## src/hdl/accel_pkg.sv

```systemverilog
`default_nettype none

package accel_pkg;

  // ------------------------------
  // Register widths
  // ------------------------------
  localparam int MAP_CC_DATA_SZ = 7;
  localparam int GPIO_SZ        = 2;
  localparam int PAGEREG_SZ     = 4;

  // Low address bits selecting a register inside the register bank
  localparam logic [1:0] REG_SEL_MAP       = 2'd3;
  localparam logic [1:0] REG_SEL_GPIO_DATA = 2'd1;
  localparam logic [1:0] REG_SEL_GPIO_DIR  = 2'd0;

  // Top two bits of the effective bank
  localparam logic [1:0] REG_BANK_TAG = 2'b10;
  localparam logic [1:0] RAM_BANK_TAG = 2'b11;

  // ------------------------------
  // Host memory map constants
  // ------------------------------
  localparam logic [15:0] PAGED_ROM_SEL_ADR = 16'hFE30;
  localparam logic [3:0]  BASIC_ROM_SLOT    = 4'hF;
  localparam logic [7:0]  REMAP_BANK        = 8'hFE;
  localparam logic [7:0]  DUMMY_HI_ADR      = 8'h80;
  // MOS remap stops below this page so I/O and vectors stay on the host
  localparam logic [7:0]  MOS_TOP_EXCL      = 8'hFC;

  // Map and clock control register, bit 6 down to bit 0
  typedef struct packed {
    logic       hsclk_en;
    logic       rom_remap;
    logic       ram_remap;
    logic [1:0] spare;
    logic [1:0] clk_div;
  } map_cfg_t;

endpackage

`default_nettype wire

```

## src/hdl/cpu_cycle_if.sv

```systemverilog
`timescale 1ns/1ps
`default_nettype none

// One CPU bus cycle, held from one rising clock edge to the next
interface cpu_cycle_if;

  logic [15:0] adr;
  logic [7:0]  bank;
  logic [7:0]  wdata;
  logic        rnw;
  logic        vda;
  logic        vpa;

  // Driven by the top level from the CPU pins
  modport source (
    output adr, bank, wdata, rnw, vda, vpa
  );

  // Observed by every decode block
  modport sink (
    input adr, bank, wdata, rnw, vda, vpa
  );

endinterface

`default_nettype wire

```

## src/hdl/addr_remap.sv

```systemverilog
`timescale 1ns/1ps
`default_nettype none

module addr_remap
  import accel_pkg::*;
(
  cpu_cycle_if.sink              cyc,
  input  map_cfg_t               map_cfg,
  input  logic [PAGEREG_SZ-1:0]  pagereg,
  output logic [7:0]             eff_bank,
  output logic                   himem,
  output logic                   ram_ceb,
  output logic [2:0]             ram_bank
);

  logic cyc_valid;
  logic lo_bank;
  logic mos_range;
  logic basic_range;
  logic rom_hit;
  logic ram_hit;
  logic vram_wr;

  assign cyc_valid = cyc.vda | cyc.vpa;
  assign lo_bank   = ~cyc.bank[7];

  // ------------------------------
  // ROM and RAM remap detection
  // ------------------------------

  // MOS lives at C000 up to the start of the I/O page
  assign mos_range = (cyc.adr[15:14] == 2'b11) && (cyc.adr[15:8] < MOS_TOP_EXCL);

  // Paged ROM window, only remapped while the BASIC slot is selected
  assign basic_range = (cyc.adr[15:14] == 2'b10) && (pagereg == BASIC_ROM_SLOT);

  assign rom_hit = map_cfg.rom_remap & cyc_valid & lo_bank & (mos_range | basic_range);

  // Only the bottom 8K of host RAM is moved on board
  assign ram_hit = map_cfg.ram_remap & cyc_valid & lo_bank & (cyc.adr[15:13] == 3'b000);

  // Remapped accesses land in FE, or FF if the raw bank had bit 0 set
  always_comb
  begin
    eff_bank = cyc.bank;
    if (rom_hit || ram_hit)
    begin
      eff_bank[7:1] = cyc.bank[7:1] | REMAP_BANK[7:1];
    end
  end

  // ------------------------------
  // On-board RAM and himem
  // ------------------------------
  assign ram_ceb  = ~(cyc_valid && (eff_bank[7:6] == RAM_BANK_TAG));
  assign ram_bank = eff_bank[2:0];

  // Host video RAM writes must still reach the host, 2000 to 7FFF in bank 0
  assign vram_wr = cyc.vda & ~cyc.rnw & lo_bank & ~cyc.adr[15] &
                   (cyc.adr[14] | cyc.adr[13]);

  assign himem = eff_bank[7] & ~vram_wr;

endmodule

`default_nettype wire

```

## src/hdl/cpld_regs.sv

```systemverilog
`timescale 1ns/1ps
`default_nettype none

module cpld_regs
  import accel_pkg::*;
(
  input  logic                   cpu_phi2_w,
  input  logic                   resetb,
  cpu_cycle_if.sink              cyc,
  input  logic [7:0]             eff_bank,
  input  logic [7:0]             host_rdata,
  input  logic [GPIO_SZ-1:0]     gpio_in,
  output map_cfg_t               map_cfg,
  output logic [PAGEREG_SZ-1:0]  pagereg,
  output logic [GPIO_SZ-1:0]     gpio_out,
  output logic [GPIO_SZ-1:0]     gpio_oe,
  output logic [7:0]             cpu_rdata,
  output logic                   cpu_rdata_oe
);

  map_cfg_t               map_q;
  logic [GPIO_SZ-1:0]     gpio_data_q;
  logic [GPIO_SZ-1:0]     gpio_dir_q;
  logic [PAGEREG_SZ-1:0]  pagereg_q;

  logic reg_blk;
  logic sel_map;
  logic sel_gpio_data;
  logic sel_gpio_dir;
  logic sel_pagereg;
  logic wr_cycle;
  logic rd_cycle;

  // ------------------------------
  // Register decode
  // ------------------------------
  assign reg_blk       = cyc.vda && (eff_bank[7:6] == REG_BANK_TAG);
  assign sel_map       = reg_blk && (cyc.adr[1:0] == REG_SEL_MAP);
  assign sel_gpio_data = reg_blk && (cyc.adr[1:0] == REG_SEL_GPIO_DATA);
  assign sel_gpio_dir  = reg_blk && (cyc.adr[1:0] == REG_SEL_GPIO_DIR);

  // The host paged ROM register is snooped so the BASIC remap knows the slot
  assign sel_pagereg = cyc.vda && ~cyc.bank[7] && (cyc.adr == PAGED_ROM_SEL_ADR);

  assign wr_cycle = cyc.vda & ~cyc.rnw;
  assign rd_cycle = (cyc.vda | cyc.vpa) & cyc.rnw;

  always_ff @(posedge cpu_phi2_w or negedge resetb)
  begin
    if (!resetb)
    begin
      map_q       <= '0;
      gpio_data_q <= '0;
      gpio_dir_q  <= '0;
      pagereg_q   <= '0;
    end
    else if (wr_cycle)
    begin
      if (sel_map)
        map_q <= map_cfg_t'(cyc.wdata[MAP_CC_DATA_SZ-1:0]);
      if (sel_gpio_data)
        gpio_data_q <= cyc.wdata[GPIO_SZ-1:0];
      if (sel_gpio_dir)
        gpio_dir_q <= cyc.wdata[GPIO_SZ-1:0];
      if (sel_pagereg)
        pagereg_q <= cyc.wdata[PAGEREG_SZ-1:0];
    end
  end

  assign map_cfg = map_q;
  assign pagereg = pagereg_q;

  // A pin is an output only where its direction bit is set
  assign gpio_out = gpio_data_q;
  assign gpio_oe  = gpio_dir_q;

  // ------------------------------
  // CPU read data steering
  // ------------------------------
  always_comb
  begin
    cpu_rdata    = '0;
    cpu_rdata_oe = 1'b0;
    if (rd_cycle)
    begin
      if (!eff_bank[7])
      begin
        cpu_rdata    = host_rdata;
        cpu_rdata_oe = 1'b1;
      end
      else if (sel_map)
      begin
        cpu_rdata    = {{(8-MAP_CC_DATA_SZ){1'b0}}, map_q};
        cpu_rdata_oe = 1'b1;
      end
      else if (sel_gpio_data)
      begin
        // Pin state, not the data register
        cpu_rdata    = {{(8-GPIO_SZ){1'b0}}, gpio_in};
        cpu_rdata_oe = 1'b1;
      end
      else if (sel_gpio_dir)
      begin
        cpu_rdata    = {{(8-GPIO_SZ){1'b0}}, gpio_dir_q};
        cpu_rdata_oe = 1'b1;
      end
      // Everything else in the upper half is served by on-board RAM
    end
  end

endmodule

`default_nettype wire

```

## src/hdl/hs_clk_select.sv

```systemverilog
`timescale 1ns/1ps
`default_nettype none

module hs_clk_select
  import accel_pkg::*;
(
  input  logic        cpu_phi2_w,
  input  logic        resetb,
  cpu_cycle_if.sink   cyc,
  input  map_cfg_t    map_cfg,
  input  logic        himem,
  output logic        dummy_access,
  output logic        hs_active,
  output logic [1:0]  hsclk_div
);

  typedef enum logic [1:0] {
    HS_LOW,
    HS_GAP_TO_HIGH,
    HS_HIGH,
    HS_GAP_TO_LOW
  } hs_state_t;

  hs_state_t state_q;

  logic cyc_valid;
  logic sync_cyc;
  logic hisync;
  logic hisync_q;
  logic hs_selected;
  logic ls_selected;
  logic sel_hs;

  assign cyc_valid   = cyc.vda | cyc.vpa;
  assign sync_cyc    = cyc.vda & cyc.vpa;
  assign hisync      = sync_cyc & himem;
  assign hs_selected = (state_q == HS_HIGH);
  assign ls_selected = (state_q == HS_LOW);

  // Request the fast clock on a second himem opcode fetch, or keep it while
  // the CPU stays in himem or runs idle cycles
  assign sel_hs = map_cfg.hsclk_en & ((hisync & hisync_q) |
                                      (cyc_valid & himem & hs_selected) |
                                      (~cyc_valid & hs_selected));

  // Any cycle that is not on the host clock becomes a dummy host read
  assign dummy_access = himem | sel_hs | ~ls_selected;

  assign hs_active = hs_selected;
  assign hsclk_div = map_cfg.clk_div;

  // ------------------------------
  // Sync tracking and handover
  // ------------------------------
  always_ff @(posedge cpu_phi2_w or negedge resetb)
  begin
    if (!resetb)
    begin
      hisync_q <= 1'b0;
      state_q  <= HS_LOW;
    end
    else
    begin
      // Remember whether the last opcode fetch came from himem
      if (!map_cfg.hsclk_en)
        hisync_q <= 1'b0;
      else if (sync_cyc)
        hisync_q <= hisync;

      // Break before make, one cycle with neither clock between the two
      case (state_q)
        HS_LOW:         if (sel_hs) state_q <= HS_GAP_TO_HIGH;
        HS_GAP_TO_HIGH: state_q <= HS_HIGH;
        HS_HIGH:        if (!sel_hs) state_q <= HS_GAP_TO_LOW;
        default:        state_q <= HS_LOW;
      endcase
    end
  end

endmodule

`default_nettype wire

```

## src/hdl/host_bus_bridge.sv

```systemverilog
`timescale 1ns/1ps
`default_nettype none

module host_bus_bridge
  import accel_pkg::*;
(
  cpu_cycle_if.sink   cyc,
  input  logic        dummy_access,
  output logic [7:0]  host_adr_hi,
  output logic        host_rnw,
  output logic        host_sync,
  output logic [7:0]  host_wdata,
  output logic        host_wdata_oe
);

  // ------------------------------
  // Address and direction
  // ------------------------------

  // A dummy cycle parks the host on a harmless read of the 80xx ROM area
  assign host_adr_hi = dummy_access ? DUMMY_HI_ADR : cyc.adr[15:8];
  assign host_rnw    = cyc.rnw | dummy_access;

  assign host_sync = cyc.vda & cyc.vpa;

  // ------------------------------
  // Write data
  // ------------------------------
  assign host_wdata = cyc.wdata;

  // Only a data write that really goes to the host drives the bus
  assign host_wdata_oe = cyc.vda & ~host_rnw;

endmodule

`default_nettype wire

```

## src/hdl/level1b_accel_top.sv

```systemverilog
`timescale 1ns/1ps
`default_nettype none

module level1b_accel_top
  import accel_pkg::*;
(
  input  logic                cpu_phi2_w,
  input  logic                resetb,
  input  logic [15:0]         cpu_adr,
  input  logic [7:0]          cpu_bank,
  input  logic [7:0]          cpu_wdata,
  input  logic                cpu_rnw,
  input  logic                cpu_vda,
  input  logic                cpu_vpa,
  input  logic [7:0]          host_rdata,
  input  logic [GPIO_SZ-1:0]  gpio_in,
  output logic [7:0]          cpu_rdata,
  output logic                cpu_rdata_oe,
  output logic                ram_ceb,
  output logic [2:0]          ram_bank,
  output logic [7:0]          host_adr_hi,
  output logic                host_rnw,
  output logic                host_sync,
  output logic [7:0]          host_wdata,
  output logic                host_wdata_oe,
  output logic [GPIO_SZ-1:0]  gpio_out,
  output logic [GPIO_SZ-1:0]  gpio_oe,
  output logic                hs_active,
  output logic [1:0]          hsclk_div
);

  cpu_cycle_if cyc ();

  map_cfg_t               map_cfg;
  logic [PAGEREG_SZ-1:0]  pagereg;
  logic [7:0]             eff_bank;
  logic                   himem;
  logic                   dummy_access;

  // CPU pins feed the shared cycle bundle
  assign cyc.adr   = cpu_adr;
  assign cyc.bank  = cpu_bank;
  assign cyc.wdata = cpu_wdata;
  assign cyc.rnw   = cpu_rnw;
  assign cyc.vda   = cpu_vda;
  assign cyc.vpa   = cpu_vpa;

  addr_remap u_addr_remap (
    .cyc      (cyc.sink),
    .map_cfg  (map_cfg),
    .pagereg  (pagereg),
    .eff_bank (eff_bank),
    .himem    (himem),
    .ram_ceb  (ram_ceb),
    .ram_bank (ram_bank)
  );

  cpld_regs u_cpld_regs (
    .cpu_phi2_w   (cpu_phi2_w),
    .resetb       (resetb),
    .cyc          (cyc.sink),
    .eff_bank     (eff_bank),
    .host_rdata   (host_rdata),
    .gpio_in      (gpio_in),
    .map_cfg      (map_cfg),
    .pagereg      (pagereg),
    .gpio_out     (gpio_out),
    .gpio_oe      (gpio_oe),
    .cpu_rdata    (cpu_rdata),
    .cpu_rdata_oe (cpu_rdata_oe)
  );

  hs_clk_select u_hs_clk_select (
    .cpu_phi2_w   (cpu_phi2_w),
    .resetb       (resetb),
    .cyc          (cyc.sink),
    .map_cfg      (map_cfg),
    .himem        (himem),
    .dummy_access (dummy_access),
    .hs_active    (hs_active),
    .hsclk_div    (hsclk_div)
  );

  host_bus_bridge u_host_bus_bridge (
    .cyc           (cyc.sink),
    .dummy_access  (dummy_access),
    .host_adr_hi   (host_adr_hi),
    .host_rnw      (host_rnw),
    .host_sync     (host_sync),
    .host_wdata    (host_wdata),
    .host_wdata_oe (host_wdata_oe)
  );

endmodule

`default_nettype wire

```

## config.mk

```make
export PLATFORM = sky130hd
export DESIGN_NAME = level1b_accel_top
export DESIGN_NICKNAME = d
export VERILOG_FILES = /design/src/hdl/accel_pkg.sv /design/src/hdl/cpu_cycle_if.sv /design/src/hdl/addr_remap.sv /design/src/hdl/cpld_regs.sv /design/src/hdl/hs_clk_select.sv /design/src/hdl/host_bus_bridge.sv /design/src/hdl/level1b_accel_top.sv
export SDC_FILE = /design/constraint.sdc
export NUM_CORES = 1
export LEC_CHECK = 0
export BUFFER_PORTS_ARGS = -buffer_cell sky130_fd_sc_hd__buf_2
export CORE_ASPECT_RATIO = 1.75
export CORE_UTILIZATION = 40
export CTS_CLUSTER_DIAMETER = 60
export CTS_CLUSTER_SIZE = 28
export DETAILED_ROUTE_END_ITERATION = 8
export HOLD_SLACK_MARGIN = 0.08
export PLACE_DENSITY = 0.75
export SYNTH_ARGS = -nofsm -noshare
export SYNTH_HDL_FRONTEND = slang
export SYNTH_HIERARCHICAL = 1
export SYNTH_SLANG_ARGS = --single-unit
export TNS_END_PERCENT = 100
```

## constraint.sdc

```tcl
create_clock -name cpu_phi2_w -period 8.5 [get_ports cpu_phi2_w]
set_input_delay 2.55 -clock cpu_phi2_w [delete_from_list [all_inputs] [get_ports cpu_phi2_w]]
set_output_delay 2.55 -clock cpu_phi2_w [all_outputs]
set_load 0.05 [all_outputs]
```

Word level (Yosys, flattened, before mapping)
Cells that the tools add are included.
Storage, ports and cells
  register bits after elaboration: 18
  bits of input ports: 47
  output and inout port bits: 39
  logic and storage cells: 95
Cells by class
  magnitude comparators: 1
  equal/unequal tests: 13
  multiplexer cells: 17
  bitwise gates (word level): 36
  reduce and logical (&&, ||, !) cells: 18
Operators with widths (number)
  $mux W8: 5
  $and A1 B1 Y1: 20
  $eq A16 B16 Y1 const B: 1
  $eq A2 B2 Y1 const B: 6
  $reduce_and A2 Y1: 5
  $logic_and A1 B1 Y1: 9
  $lt A8 B8 Y1 const B: 1
  $not A1 Y1: 8
  $or A1 B1 Y1: 8
  $mux W1: 7
  $mux W7: 1
  $mux W2: 3
  $pmux W2 S3: 1
  $eq A2 B1 Y1 const B: 2
  $eq A4 B4 Y1 const B: 1
  $logic_not A2 Y1: 2
  $ne A2 B2 Y1 const B: 2
  $logic_not A3 Y1: 1
  $ne A2 B1 Y1 const B: 1
  $logic_or A1 B1 Y1: 1

Longest topological paths before layout
  depth in word-level cells: 17
  mapped depth: 9
  mapped depth without buffers: 7

Cells and area by module
Netlist, hierarchy kept.
By module, submodules not included
  cpld_regs: times used 1, cells each 74, area an instance 842.1 sq um, sequential area each 375.4 sq um
  addr_remap: times used 1, cells each 38, area an instance 241.5 sq um, sequential area each 0.0 sq um
  hs_clk_select: times used 1, cells each 25, area an instance 222.7 sq um, sequential area each 75.1 sq um
  host_bus_bridge: times used 1, cells each 19, area an instance 130.1 sq um, sequential area each 0.0 sq um

Worst setup path before layout
OpenSTA, ideal clock, no wires.
  path kind: input-to-output
  from: in cpu_adr[14]
  to: out cpu_rdata[0]
  data arrival time: 5411 ps
  data required time: 5950 ps
  setup slack: 539 ps
  stages: 8
  buffers on the path: 1
  cells stage by stage: nor4b_2 a41oi_2 a22oi_1 buf_4 and2b_4 nand3b_1 o21ai_0 nor4b_1
Between the ends
  word-level cells in the longest chain between the ends: 14
  elaborated cells between the ends (all ways): 21
  classes of those cells: order compare (1); eq/ne (3); mux (6); bitwise (3); reduce/logical (8)
Ends and longest elaborated chain
  start: declaration: line level1b_accel_top.sv:9  | input logic [15:0] cpu_adr,
  $lt A8 B8 Y1, or another cell as far along: line addr_remap.sv:32  | assign mos_range = (cyc.adr[15:14] == 2'b11) && (cyc.adr[15:8] < MOS_TOP_EXCL);
  $logic_and A1 B1 Y1, on equally long branches: line addr_remap.sv:32, addr_remap.sv:35
  $or A1 B1 Y1: line addr_remap.sv:37  | assign rom_hit = map_cfg.rom_remap & cyc_valid & lo_bank & (mos_range | basic_range);
  $and A1 B1 Y1: line addr_remap.sv:37
  $logic_or A1 B1 Y1 *: line addr_remap.sv:46  | if (rom_hit || ram_hit)
  $mux W7 *: line addr_remap.sv:46
  named net eff_bank[7]: line level1b_accel_top.sv:36  | logic [7:0] eff_bank;
  $eq A2 B2 Y1: line cpld_regs.sv:37  | assign reg_blk = cyc.vda && (eff_bank[7:6] == REG_BANK_TAG);
  $logic_and A1 B1 Y1: line cpld_regs.sv:37
  $logic_and A1 B1 Y1: line cpld_regs.sv:40  | assign sel_gpio_dir = reg_blk && (cyc.adr[1:0] == REG_SEL_GPIO_DIR);
  $mux W2: line cpld_regs.sv:102  | else if (sel_gpio_dir)
  $mux W8: line cpld_regs.sv:96  | else if (sel_gpio_data)
  $mux W8: line cpld_regs.sv:91  | else if (sel_map)
  $mux W8 *: line cpld_regs.sv:86  | if (!eff_bank[7])
  $mux W8 *: line cpld_regs.sv:84  | if (rd_cycle)
  end: declaration: line level1b_accel_top.sv:17  | output logic [7:0] cpu_rdata,
The timed path passes the listed nets; every way through them passes the cells marked *.

Final worst setup path
Ends and elaborated chain as after synthesis.

==> run_results.csv <==
group,metric,value,unit
drt,viasPerCell,5.03,
clock_tree,cts.hold.buffers_added,0,
sta,finalCriticalPeriod,7.21,ns
final_layout,area_delta_synth_final,26.9,%
critical_path,max_stage_delay,0.33,ns
clock_tree,cts.sinks,18,
floorplanning,core_area,0.00321,mm2
sta,setup_viol,0,
yosys,syn_nets,195,
floorplanning,initial_core_util,43.1,%
sta,timing.setup.tns,0,ns
final_layout,design_area,0.00176,mm2
floorplanning,fp-row-count,27,
critical_path,required,5.95,ns
yosys,postSynthCellCount,146,
power_and_ir_drop,peakVddDrop,141,uV
global_route,grt_pass1_wl,4820,um
final_layout,nets,262,
drt,drtIter0Drc,16,
final_layout,fill_cells,308,
critical_path,start_kind,"input pin",
final_layout,fin_cells,254,
global_route,grt_max_degree,19,
final_layout,fin_util,54.7,%
global_route,grt_antenna_before_repair,0,
global_route,grt_pass1_vias,1144,
clock_tree,clock_latency,0.25,ns
critical_path,cp_data_arrival_time,4.66,ns
drt,vias,1278,
sta,rsz0062_at_grt,"no",
sta,fin_crit_sh,84.8,%
sta,max-slew-margin-rel,64.6,%
critical_path,path_cells,"buf_2, nor4b_2, a41oi_2, a22oi_1, buf_4, and2b_4, nand3b_1, o21ai_0, nor4b_1, buf_2",
drt,routed_wl,3200,um
drt,drc,0,
floorplanning,chipHeight,79.8,um
yosys,avgSynthCellArea,9.48,um2
hold_path,hold_class,"reg2reg",
critical_path,critPathSlowestCell,"nor4b_2",
placed_design,numPortBuffers,78,
placed_design,dp.cells,251,
critical_path,worstPathMaxFanout,10,
clock_tree,tritoncts,"yes",
clock_tree,post_cts_resized,0,
sta,finalClockSkew,0.00249,ns
sta,finalHoldViolCount,0,
clock_tree,root_buffer,"clkbuf_8",
global_route,overflow,0,
floorplanning,die_w,46.5,um
yosys,syn_area,0.00138,mm2
floorplanning,io-pin-count,86,
drt,ant_nets,0,
critical_path,critPathKind,"in2out",
final_layout,antenna_cells,0,
clock_tree,ctsLongestPathBuffers,2,
final_layout,drive_above_1_share,50.7,%
yosys,ys_warn_count,6,
sta,worst_pin_slew,0.527,ns
drt,drt_first_pass_iters,4,
sta,max_freq,139,MHz
placed_design,place_area,0.00171,mm2
run,max-cap-violations,0,
sta,finalMaxSlewViolations,0,
placed_design,gp_congestion,0.746,
clock_tree,cts_made_buffers,3,
global_route,track_usage,17.8,%
floorplanning,dieArea,0.00371,mm2
critical_path,cpMostUsedCell,"buf_2",
placed_design,hpwl,2660,um
clock_tree,cts_setup_buffers,0,
outcome,status,"completed",
power_and_ir_drop,p_leak,0.898,nW
clock_tree,cts_htree_levels,1,
critical_path,end_kind,"output pin",
power_and_ir_drop,cellPowerDensity,210,mW/mm2
clock_tree,path_clk_slew,0.06,ns
drt,wire_per_inst,12.6,um
[report_power, final]
part	total (W)	internal [W]	switching (W)
Sequential	0.000111	0.000101	0.0000102
Clock	0.0000580	0.0000315	0.0000265
Combinational	0.000199	0.0000578	0.000142
Total	0.000368	0.000190	0.000178
[area by class of cell]
cell class	instances	area [um2]	area share (%)
inverter	4	15.0	0.855
timing repair buffer	79	398	22.7
sequential	18	450	25.7
clock buffer	3	41.3	2.35
multi-input combinational	107	797	45.4
tap	43	53.8	3.06
[metrics by stage]
step | setup WS [ns] | hold WS (ns) | total power [W]
3_5_place_dp | 1.29 | 0.489 | 0.000314
4_1_cts | 1.27 | 0.508 | 0.000372
2_1_floorplan | 0.580 | 0.471 | 0.000273
5_1_grt | 1.09 | 0.527 | 0.000390
6_report | 1.29 | 0.502 | 0.000368
3_3_place_gp | 1.32 | 0.480 | 0.000312
[layer usage]
| layer | share of wire, % | vias to the layer above | track usage (%) |
|---|---|---|---|
| li1 | - | 643 | - |
| met2 | 53 | 49 | 31.1 |
| met3 | 6.9 | 5 | 2.26 |
| met4 | 1.7 | 0 | 8.82 |
| met1 | 38 | 581 | 19.6 |
| met5 | 0 | - | 0 |
[worst paths after layout]
check	from	to	slack (ns)	cells past startpoint
min in group asynchronous	resetb	u_hs_clk_select/state_q[0]$_DFFE_PN0P_	2.22	1
worst min register to register	u_cpld_regs/pagereg[1]$_DFFE_PN0P_	u_cpld_regs/pagereg[1]$_DFFE_PN0P_	0.50	1
worst min-delay path	u_cpld_regs/pagereg[1]$_DFFE_PN0P_	u_cpld_regs/pagereg[1]$_DFFE_PN0P_	0.50	1
max in group asynchronous	resetb	u_cpld_regs/map_cfg[4]$_DFFE_PN0P_	5.99	1
worst max register to register	u_cpld_regs/map_cfg[4]$_DFFE_PN0P_	u_cpld_regs/gpio_out[1]$_DFFE_PN0P_	6.30	8
worst max-delay path	cpu_adr[14]	cpu_rdata[0]	1.29	10
[placed cells by master, fill, tap and decap left out, drive strengths merged]
| cell | n |
|---|---|
| nor2 | 13 |
| nand2 | 5 |
| nor3 | 1 |
| a21oi | 13 |
| nand3 | 5 |
| ha | 2 |
| mux2i | 5 |
| nand4 | 3 |
| clkbuf | 3 |
| a22oi | 3 |
| o21ai | 4 |
| nor3b | 2 |
| and4b | 1 |
| a21boi | 1 |
| or2 | 5 |
| and2b | 1 |
| dfrtp | 18 |
| a221o | 1 |
| or3b | 2 |
| and2 | 1 |
| nand3b | 2 |
| inv | 4 |
| o21a | 2 |
| buf | 79 |
| nand2b | 1 |
| mux2 | 16 |
| nor4b | 6 |
| a41oi | 1 |
| and3 | 1 |
| nor2b | 10 |
[flip-flops by register name, summed over array words and instances, names as in the netlist]
name	cells
u_cpld_regs/map_cfg	7
u_hs_clk_select/state_q	2
u_cpld_regs/gpio_oe	2
u_cpld_regs/pagereg	4
u_cpld_regs/gpio_out	2
u_hs_clk_select/hisync_q	1
[worst max-delay path, delay by kind of cell]
kind / cells / cell delay [ns]
AO/OA/AOI/OAI: 3 / 0.51
AND/OR/NAND/NOR: 4 / 0.92
buffers and inverters: 3 / 0.67
Power figures use the tool's default switching activity.
